**src/design/pkt_pkg.sv**
```systemverilog
`default_nettype none

package pkt_pkg;

  // ********************
  // Word and packet layout
  // ********************

  localparam int unsigned word_width = 16;

  typedef enum logic [1:0] {
    op_sum  = 2'd0,
    op_xor  = 2'd1,
    op_max  = 2'd2,
    op_rsvd = 2'd3   // Handled as sum
  } opcode_t;

  // First word of every packet
  typedef struct packed {
    opcode_t     opcode;
    logic [7:0]  tag;
    logic [5:0]  length;  // Payload words, 0 to 63
  } pkt_header_t;

  // Same 16 bits seen as a header or as payload data
  typedef union packed {
    pkt_header_t             hdr;
    logic [word_width-1:0]   data;
  } pkt_word_u;

  typedef struct packed {
    opcode_t                 opcode;
    logic [7:0]              tag;
    logic [word_width-1:0]   checksum;
  } pkt_result_t;

endpackage

`default_nettype wire
```
**src/design/pkt_checksum_top.sv**
```systemverilog
`timescale 1ns/1ps
`default_nettype none

module pkt_checksum_top #(
  parameter int fifo_addr_width = 4
) (
  input  wire                        clk,
  input  wire                        rst_n,
  input  wire                        clear,
  input  wire                        push,
  input  pkt_pkg::pkt_word_u         in_word,
  output logic                       result_valid,
  output logic                       fifo_full,
  output pkt_pkg::pkt_result_t       result,
  output logic [fifo_addr_width:0]   fifo_level,
  output logic [7:0]                 drop_count
);

  import pkt_pkg::*;

  // ********************
  // Internal wiring
  // ********************

  pkt_word_u     fifo_word;
  logic          fifo_empty;
  logic          pop;
  logic          op_start;
  logic          word_strobe;
  logic          finish;
  opcode_t       hdr_opcode;
  logic [7:0]    hdr_tag;
  logic [15:0]   data_word;

  word_fifo #(
    .addr_width (fifo_addr_width)
  ) u_fifo (
    .clk        (clk),
    .rst_n      (rst_n),
    .clear      (clear),
    .push       (push),
    .pop        (pop),
    .in_word    (in_word),
    .out_word   (fifo_word),
    .empty      (fifo_empty),
    .full       (fifo_full),
    .level      (fifo_level),
    .drop_count (drop_count)
  );

  packet_ctrl u_ctrl (
    .clk         (clk),
    .rst_n       (rst_n),
    .clear       (clear),
    .empty       (fifo_empty),
    .out_word    (fifo_word),
    .pop         (pop),
    .op_start    (op_start),
    .word_strobe (word_strobe),
    .finish      (finish),
    .opcode      (hdr_opcode),
    .tag         (hdr_tag),
    .data_word   (data_word)
  );

  checksum_unit u_checksum (
    .clk          (clk),
    .rst_n        (rst_n),
    .clear        (clear),
    .op_start     (op_start),
    .word_strobe  (word_strobe),
    .finish       (finish),
    .opcode       (hdr_opcode),
    .tag          (hdr_tag),
    .data_word    (data_word),
    .result_valid (result_valid),
    .result       (result)
  );

endmodule

`default_nettype wire

```
**src/design/checksum_unit.sv**
```systemverilog
`timescale 1ns/1ps
`default_nettype none

module checksum_unit (
  input  wire                   clk,
  input  wire                   rst_n,
  input  wire                   clear,
  input  wire                   op_start,
  input  wire                   word_strobe,
  input  wire                   finish,
  input  pkt_pkg::opcode_t      opcode,
  input  wire [7:0]             tag,
  input  wire [15:0]            data_word,
  output logic                  result_valid,
  output pkt_pkg::pkt_result_t  result
);

  import pkt_pkg::*;

  opcode_t                cur_op;
  logic [7:0]             cur_tag;
  logic [word_width-1:0]  acc;

  // Accumulator, the header word starts a fresh packet
  always_ff @(posedge clk) begin
    if (op_start) begin
      cur_op  <= opcode;
      cur_tag <= tag;
      acc     <= '0;
    end else if (word_strobe) begin
      case (cur_op)
        op_xor:  acc <= acc ^ data_word;
        op_max:  acc <= (data_word > acc) ? data_word : acc;
        default: acc <= acc + data_word;   // Sum, also the reserved code
      endcase
    end
  end

  // Capture sees the old packet even when op_start is high too
  always_ff @(posedge clk) begin
    if (finish) begin
      result <= '{opcode: cur_op, tag: cur_tag, checksum: acc};
    end
  end

  always_ff @(posedge clk or negedge rst_n) begin
    if (!rst_n) begin
      result_valid <= 1'b0;
    end else begin
      result_valid <= finish && !clear;
    end
  end

endmodule

`default_nettype wire

```
**src/design/packet_ctrl.sv**
```systemverilog
`timescale 1ns/1ps
`default_nettype none

module packet_ctrl (
  input  wire                   clk,
  input  wire                   rst_n,
  input  wire                   clear,
  input  wire                   empty,
  input  pkt_pkg::pkt_word_u    out_word,
  output logic                  pop,
  output logic                  op_start,
  output logic                  word_strobe,
  output logic                  finish,
  output pkt_pkg::opcode_t      opcode,
  output logic [7:0]            tag,
  output logic [15:0]           data_word
);

  import pkt_pkg::*;

  typedef enum logic {
    expect_header,
    in_payload
  } state_t;

  state_t       state;
  logic [5:0]   remaining;    // Payload words still to come
  logic         pop_d;        // out_word holds a fresh word
  logic         word_valid;
  pkt_header_t  hdr;

  // ********************
  // FIFO side
  // ********************

  assign pop = !empty;        // Drain whenever anything is stored

  always_ff @(posedge clk or negedge rst_n) begin
    if (!rst_n) begin
      pop_d <= 1'b0;
    end else begin
      pop_d <= pop && !clear;  // A word popped during clear is discarded
    end
  end

  assign word_valid = pop_d && !clear;

  // ********************
  // Word decode
  // ********************

  assign hdr       = out_word.hdr;
  assign opcode    = hdr.opcode;
  assign tag       = hdr.tag;
  assign data_word = out_word.data;

  assign op_start    = word_valid && (state == expect_header);
  assign word_strobe = word_valid && (state == in_payload);

  always_ff @(posedge clk or negedge rst_n) begin
    if (!rst_n) begin
      state     <= expect_header;
      remaining <= '0;
      finish    <= 1'b0;
    end else if (clear) begin
      state     <= expect_header;  // Abort, no result for this packet
      remaining <= '0;
      finish    <= 1'b0;
    end else begin
      finish <= 1'b0;
      if (op_start) begin
        if (hdr.length == '0) begin
          finish <= 1'b1;          // Empty packet closes right away
        end else begin
          remaining <= hdr.length;
          state     <= in_payload;
        end
      end else if (word_strobe) begin
        if (remaining == 6'd1) begin
          finish <= 1'b1;
          state  <= expect_header;
        end
        remaining <= remaining - 1'b1;
      end
    end
  end

endmodule

`default_nettype wire

```
**src/design/word_fifo.sv**
```systemverilog
`timescale 1ns/1ps
`default_nettype none

module word_fifo #(
  parameter int addr_width = 4
) (
  input  wire                       clk,
  input  wire                       rst_n,
  input  wire                       clear,
  input  wire                       push,
  input  wire                       pop,
  input  pkt_pkg::pkt_word_u        in_word,
  output pkt_pkg::pkt_word_u        out_word,
  output logic                      empty,
  output logic                      full,
  output logic [addr_width:0]       level,
  output logic [7:0]                drop_count
);

  import pkt_pkg::*;

  localparam int depth = 1 << addr_width;

  // ********************
  // Storage and pointers
  // ********************

  pkt_word_u              mem [0:depth-1];
  logic [addr_width-1:0]  wr_ptr;
  logic [addr_width-1:0]  rd_ptr;
  logic [addr_width:0]    count;
  logic                   wr_en;
  logic                   rd_en;

  assign wr_en = push && !full;   // Full FIFO refuses the word
  assign rd_en = pop && !empty;

  // Status straight from the count
  assign empty = (count == '0);
  assign full  = (count == depth[addr_width:0]);
  assign level = count;

  always_ff @(posedge clk or negedge rst_n) begin
    if (!rst_n) begin
      count <= '0;
    end else if (clear) begin
      count <= '0;
    end else if (wr_en && !rd_en) begin
      count <= count + 1'b1;
    end else if (rd_en && !wr_en) begin
      count <= count - 1'b1;
    end
  end

  always_ff @(posedge clk or negedge rst_n) begin
    if (!rst_n) begin
      wr_ptr <= '0;
    end else if (clear) begin
      wr_ptr <= '0;
    end else if (wr_en) begin
      wr_ptr <= wr_ptr + 1'b1;    // Wraps at depth
    end
  end

  always_ff @(posedge clk or negedge rst_n) begin
    if (!rst_n) begin
      rd_ptr <= '0;
    end else if (clear) begin
      rd_ptr <= '0;
    end else if (rd_en) begin
      rd_ptr <= rd_ptr + 1'b1;
    end
  end

  // ********************
  // Data path
  // ********************

  always_ff @(posedge clk) begin
    if (wr_en) begin
      mem[wr_ptr] <= in_word;
    end
  end

  // Registered read, word shows up the cycle after the pop
  always_ff @(posedge clk) begin
    if (rd_en) begin
      out_word <= mem[rd_ptr];
    end
  end

  // Refused pushes, survives clear
  always_ff @(posedge clk or negedge rst_n) begin
    if (!rst_n) begin
      drop_count <= '0;
    end else if (push && full && drop_count != 8'hff) begin
      drop_count <= drop_count + 1'b1;
    end
  end

endmodule

`default_nettype wire

```
**config.mk**
```make
export PLATFORM = sky130hd
export DESIGN_NAME = pkt_checksum_top
export DESIGN_NICKNAME = d
export VERILOG_FILES = /design/src/design/pkt_pkg.sv /design/src/design/pkt_checksum_top.sv /design/src/design/checksum_unit.sv /design/src/design/packet_ctrl.sv /design/src/design/word_fifo.sv
export SDC_FILE = /design/constraint.sdc
export NUM_CORES = 1
export LEC_CHECK = 0
export ABC_CLOCK_PERIOD_IN_PS = 6500
export BUFFER_PORTS_ARGS = -buffer_cell sky130_fd_sc_hd__buf_4
export CELL_PAD_IN_SITES_DETAIL_PLACEMENT = 1
export CELL_PAD_IN_SITES_GLOBAL_PLACEMENT = 2
export CORE_ASPECT_RATIO = 1.1
export CORE_MARGIN = 2
export CORE_UTILIZATION = 45
export DETAILED_ROUTE_END_ITERATION = 10
export MAX_ROUTING_LAYER = met4
export PLACE_DENSITY = 0.74
export RECOVER_POWER = 25
export SYNTH_ARGS = -nofsm -noshare
export SYNTH_HDL_FRONTEND = slang
export SYNTH_SLANG_ARGS = --single-unit
```
**constraint.sdc**
```tcl
create_clock -name clk -period 6.5 [get_ports clk]
set_clock_uncertainty 0.05 [all_clocks]
set_input_delay 1.3 -clock clk [delete_from_list [all_inputs] [get_ports clk]]
set_output_delay 1.3 -clock clk [all_outputs]
set_load 0.01 [all_outputs]
```
==> results of run 1 <==
[cell usage after synthesis, drive strengths merged (3+ instances only)]
cell,instances,area [µm²]
a211oi,6,55.1
a21o,6,45.0
a21oi,40,204
a221o,3,30.0
a221oi,4,35.0
a2bb2oi,3,26.3
and2,3,18.8
and3,5,36.3
buf,29,188
clkbuf,18,67.6
dfrtp,31,776
dfxtp,16,320
edfxtp,308,9250
ha,45,563
inv,40,150
mux2,3,33.8
mux2i,6,60.1
mux4,80,1800
nand2,30,120
nand2b,11,68.8
nand3,14,70.1
nand3b,3,22.5
nand4,9,86.3
nor2,43,161
nor2b,13,86.3
nor3,22,121
nor4,9,71.3
o211ai,12,125
o21ai,29,145
o311a,3,30.0
o311ai,3,26.3
o31ai,12,95.1
xnor2,13,114
xor2,8,70.1
[cell families after synthesis]
family	share of synthesized area (%)
simple gates	5.95
compound gates	6.73
mux	12.3
flops	67.2
xor+xnor	1.20
buf+inv	2.64
fa+ha+maj	3.92
[layer usage]
layer | global-route usage (%) | part of all wire (%) | wire [µm] | up-vias
li1 | - | - | - | 3738
met1 | 27.7 | 41 | 15300 | 4352
met2 | 37.1 | 51 | 18900 | 204
met3 | 3.55 | 4.7 | 1750 | 69
met4 | 6.90 | 2.9 | 1070 | 0
met5 | - | 0 | 0 | -
[power by group through the flow]
stage | logic, mW | clock network, mW | registers, mW
4_1_cts | 2.23 | 2.12 | 3.08
3_5_place_dp | 2.22 | 0 | 3.13
6_report | 2.21 | 2.08 | 3.07
5_1_grt | 2.44 | 2.21 | 3.12
3_3_place_gp | 2.20 | 0 | 3.12
2_1_floorplan | 1.69 | 0 | 2.96
[layout make-up]
cell class                      count  area share, %
Tap cell                          438           3.15
Timing Repair Buffer               70           2.76
Inverter                           40          0.863
Clock inverter                     20           1.17
Sequential cell                   355           59.5
Clock buffer                       46           5.64
Multi-Input combinational cell    470           26.9
[stage by stage]
stage / utilization (%) / hold WS (ns) / instances / setup WS [ns] / cell area (µm²)
6_report: 51.3 / 0.367 / 1439 / 3.28 / 17400
5_1_grt: 51.3 / 0.376 / 1439 / 3.07 / 17400
4_1_cts: 51.4 / 0.368 / 1439 / 3.28 / 17400
3_5_place_dp: 47.9 / 0.356 / 1373 / 2.75 / 16300
3_3_place_gp: 47.9 / 0.355 / 1373 / 2.80 / 16300
2_1_floorplan: - / 0.350 / 912 / 3.20 / 15400
[sequential cells by signal, indices dropped and copies added, names as in the netlist, 5 cells and up]
register            cells
u_checksum.cur_tag      8
u_fifo.drop_count       8
u_checksum.acc         16
u_fifo.level            5
u_ctrl.remaining        6
u_fifo.mem            256
u_checksum.result      26
u_fifo.out_word        16
[critical path, stage by stage]
cell     delay (ns)
buf_4          0.11
nor2b_1        0.65
nand2_1        0.38
nor2_2         0.85
[how the worst min path moves through the flow]
| stage | startpoint | endpoint | slack (ns) | depth (start not counted) |
|---|---|---|---|---|
| after floorplan | u_checksum.cur_tag[0]$_DFFE_PP_ | u_checksum.result[16]$_DFFE_PP_ | 0.35 | 0 |
| after global placement | u_checksum.cur_tag[4]$_DFFE_PP_ | u_checksum.result[20]$_DFFE_PP_ | 0.35 | 0 |
| after detailed placement | u_checksum.cur_tag[5]$_DFFE_PP_ | u_checksum.result[21]$_DFFE_PP_ | 0.36 | 0 |
| after CTS | u_checksum.cur_tag[2]$_DFFE_PP_ | u_checksum.result[18]$_DFFE_PP_ | 0.37 | 0 |
| after global routing | u_checksum.cur_tag[2]$_DFFE_PP_ | u_checksum.result[18]$_DFFE_PP_ | 0.38 | 0 |
| final | u_checksum.cur_tag[2]$_DFFE_PP_ | u_checksum.result[18]$_DFFE_PP_ | 0.37 | 0 |
==> results.yml, run 1 <==
timing:
  min_period_over_period_pct: 49.5
  setup_viol: 0
  hold_violations: 0
  tightest_slew_ns: 1.81
  slew_headroom_pct: -20.6
  fmax_mhz: 311
  drv_slew: 32
  fin_tns_setup_ns: 0
  rsz0062_at_grt: "no"
  final.min_clock_period_ns: 3.22
power_and_ir_drop:
  seqPwrFrac_pct: 41.7
  finalPower_mw: 7.36
  irDropWorstVdd_v: 0.000279
  p_sw_mw: 2.45
  combinationalPowerShare_pct: 30.1
  leakage_nw: 5.89
  p_clk_share_pct: 28.2
  swShare_pct: 33.3
  power-per-cell-area_mw_per_mm2: 423
  internal-power_mw: 4.91
worst_setup_path:
  cp-start-kind: "primary input"
  critPathCaptureType: "flip-flop"
  rr_endpoint: "u_fifo.mem[11][0]$_DFFE_PP_"
  rrSetupSlack_ns: 3.36
  crit_start: "push"
  required_ns: 6.59
  rr_worst_depth: 5
  critPathMaxFanout: 16
  worstPathArrival_ns: 3.31
  reg2reg_from: "u_fifo.level[0]$_DFFE_PN0P_"
  crit_type: "primary input to flip-flop"
  endpoint: "u_fifo.mem[11][0]$_DFFE_PP_"
run:
  cap_viol_max_count: 1
global_routing:
  first_global_vias: 8838
  grt-ovfl-total: 0
  grt_pass1_wl_um: 56900
  antenna_found_initial: 1
  grtUsageTotal_pct: 22.0
  grt_max_degree: 68
logic_synthesis:
  synthArstFlopShare_pct: 8.73
  ys_seq_area_share_pct: 67.2
  synth_cells: 912
  syn_area_mm2: 0.0154
  synth_ff_type: "edfxtp_1"
  synth_area_per_cell_um2: 16.9
  netlist-cell-type-count: 75
  yosys_warnings: 0
  synth_nets: 979
  synth-seq-cells: 355
  synth-edff-count: 308
route:
  wirelength_um: 37000
  drt_iter0_markers: 629
  wl_per_cell_um: 25.7
  viasPerCell: 5.81
  drt_pre_antenna_iters: 5
  ant_nets: 0
  drcViolationCount: 0
  vias: 8363
clock_tree:
  cts_sinks: 355
  h-tree-depth: 2
  cts_made_buffers: 37
  cts_tree: "yes"
  holdBufCountCts: 0
  clk_pin_slew_ns: 0.06
  worstSkewPairLatency_ns: 0.53
  ctsResizeCount: 0
  clk_path_buf_depth: 3
  cts-root-buf: "clkbuf_16"
  post-cts-setup-buffers: 0
status:
  violations: "max-capacitance violations, max-slew violations"
  status: "complete, but fails checks"
finish:
  syn_to_final_growth_pct: 13.1
  fill_cells: 3180
  final_cell_mix: "308 x edfxtp_1, 80 x mux4_2, 58 x buf_4"
  multi_input_area_mm2: 0.00468
  final_layout_size_suffix_gt1_share_pct: 23.3
  antenna_cells: 0
  fin_nets: 1041
  final-seq-area_mm2: 0.0103
  layout_commonest_cell: "edfxtp_1"
place:
  port_buffers: 60
  dpl.hpwl_um: 24300
  gp_congestion: 0.833
min_path:
  hold_path.class: "flip-flop to flip-flop"
die:
  initial_core_util_pct: 45.3
  die_area_mm2: 0.0357
  coreArea_mm2: 0.0339
  rows: 71
  chipWidth_um: 180
  ios: 61
  die_h_um: 198
Power figures use the tool's default switching activity.
==> run 2, diff against run 1 <==
Settings changed: ABC_CLOCK_PERIOD_IN_PS 6500 to 3200.
Clock period 6.5 ns to 3.2 ns, I/O delays scaled along.
==> run 2 against run 1 <==
The run now ends clean. Via count increased by 0.93%. Critical path type is now flip-flop to flip-flop. Combinational power grew 110%. Critical endpoint is now u_checksum.acc[9]$_SDFFE_PP0P_. Core utilization rose by 0.97 points. Sequential cell count unchanged. Largest cell class unchanged.
==> results.yml, run 2 (synthesis results as in run 1) <==
finish:
  fin_nets: 1072
  fill_cells: 3191
  largestRegisters: "u_fifo.mem x256, u_checksum.result x26"
  largest_register: "u_fifo.mem"
  final_cell_mix: "308 x edfxtp_1, 80 x mux4_2, 80 x buf_4"
  syn_to_final_growth_pct: 15.2
  largest_reg_flops: 256
  multi_input_area_mm2: 0.00468
  layout_commonest_cell: "edfxtp_1"
  final_layout_size_suffix_gt1_share_pct: 25.7
  final-seq-area_mm2: 0.0103
clock_tree:
  clk_path_buf_depth: 3
  clk_pin_slew_ns: 0.06
  cts-root-buf: "clkbuf_16"
  worstSkewPairLatency_ns: 0.53
  post-cts-setup-buffers: 0
  cts_made_buffers: 38
  cts_tree: "yes"
  ctsResizeCount: 0
  cts_sinks: 355
  holdBufCountCts: 1
  h-tree-depth: 2
worst_setup_path:
  cp_slowest_cell: "a211oi_2"
  worstPathArrival_ns: 3.25
  required_ns: 3.58
  rrSetupSlack_ns: 0.33
  rr_endpoint: "u_checksum.acc[9]$_SDFFE_PP0P_"
  cp_top_family: "compound AO/OA/AOI/OAI gates"
  cp-start-kind: "flip-flop"
  reg2reg_from: "u_fifo.out_word[7]$_DFFE_PP_"
  crit_start: "u_fifo.out_word[7]$_DFFE_PP_"
  worst-path-stages: 7
  crit_path_max_incr_delay_ns: 0.60
  rr_worst_depth: 7
  crit_chain: "ha_1 > a41o_1 > a21oi_1 > o21ai_1 > a211oi_2 > nor2_1 > o32ai_1"
  critPathCaptureType: "flip-flop"
  critPathMaxFanout: 10
  endpoint: "u_checksum.acc[9]$_SDFFE_PP0P_"
  crit_type: "flip-flop to flip-flop"
  path_buf_inv: 0
power_and_ir_drop:
  finalPower_mw: 15.2
  leakage_nw: 6.10
  power-per-cell-area_mw_per_mm2: 856
  irDropWorstVdd_v: 0.000534
global_routing:
  grtUsageTotal_pct: 21.4
  grt-ovfl-total: 0
  antenna_found_initial: 1
  grt_max_degree: 36
  grt_pass1_wl_um: 56100
  first_global_vias: 9007
die:
  ios: 61
  chipWidth_um: 180
  initial_core_util_pct: 45.3
  die_area_mm2: 0.0357
  coreArea_mm2: 0.0339
  rows: 71
  die_h_um: 198
place:
  gp_congestion: 0.839
  dpl.hpwl_um: 23300
  pre_cts_ws_ns: 0.329
  port_buffers: 60
route:
  wirelength_um: 36100
  drt_iter0_markers: 594
  viasPerCell: 5.74
  vias: 8441
  drcViolationCount: 0
  wl_per_cell_um: 24.5
  drt_pre_antenna_iters: 5
  ant_nets: 0
timing:
  tightest_slew_ns: 1.29
  fmax_mhz: 348
  rsz0062_at_grt: "no"
  slew_headroom_pct: 14.1
  min_period_over_period_pct: 89.7
  hold_violations: 0
  timing.hold.ws_ns: 0.369
  setup_viol: 0
  worst_slack_ns: 0.329
  drv_slew: 0
  final.min_clock_period_ns: 2.87
  fin_tns_setup_ns: 0
run:
  cap_viol_max_count: 0
status:
  status: "finished clean"
min_path:
  hold_path.class: "flip-flop to flip-flop"
==> run 2: cell types whose count changed in the layout (fill, tap and decap cells not counted), moves of 2 or more <==
| cell | change |
|---|---|
| clkinv_1 | -2 |
| buf_4 | +22 |
| clkinv_2 | +4 |
| buf_12 | +4 |
| bufinv_16 | +2 |
| clkinv_4 | +2 |
==> run 2: layout make-up <==
class | instances | share of cell area (%)
tap | 438 | 3.09
inverter | 40 | 0.847
antenna | 1 | 0.0141
clock inverter | 23 | 1.41
timing repair buffer | 100 | 4.21
sequential | 355 | 58.4
multi-input combinational | 470 | 26.4
clock buffer | 44 | 5.61
==> run 2: how the worst min path moves through the flow <==
stage	start	endpoint	slack [ns]	depth (start not counted)
6_report	u_checksum.cur_tag[2]$_DFFE_PP_	u_checksum.result[18]$_DFFE_PP_	0.37	0
3_5_place_dp	u_checksum.cur_tag[4]$_DFFE_PP_	u_checksum.result[20]$_DFFE_PP_	0.36	0
5_1_grt	u_checksum.cur_tag[2]$_DFFE_PP_	u_checksum.result[18]$_DFFE_PP_	0.38	0
2_1_floorplan	rst_n	u_checksum.result_valid$_DFF_PN0_	0.29	0
3_3_place_gp	u_checksum.cur_tag[4]$_DFFE_PP_	u_checksum.result[20]$_DFFE_PP_	0.35	0
4_1_cts	in_word[5]	u_fifo.mem[6][5]$_DFFE_PP_	0.34	1
==> run 2: stage by stage <==
| stage | util (%) | std cells | instance area, µm² |
|---|---|---|---|
| floorplan | - | 912 | 15400 |
| global placement | 48.7 | 1402 | 16500 |
| detailed placement | 48.7 | 1402 | 16500 |
| CTS | 52.4 | 1470 | 17800 |
| global route | 52.2 | 1471 | 17700 |
| finish | 52.2 | 1471 | 17700 |
==> run 2: report_power, final <==
part           total (mW)  switching, mW  internal (mW)
Sequential           6.09          0.488           5.60
Combinational        4.66           2.64           2.02
Clock                4.42           1.78           2.64
Total                15.2           4.91           10.3
==> run 2: routing by layer <==
| metal | track usage [%] | vias up | part of all wire [%] |
|---|---|---|---|
| li1 | - | 3812 | - |
| met1 | 27.2 | 4365 | 42 |
| met2 | 35.9 | 205 | 51 |
| met3 | 3.53 | 59 | 4.9 |
| met4 | 5.97 | 0 | 2.3 |
| met5 | - | - | 0 |
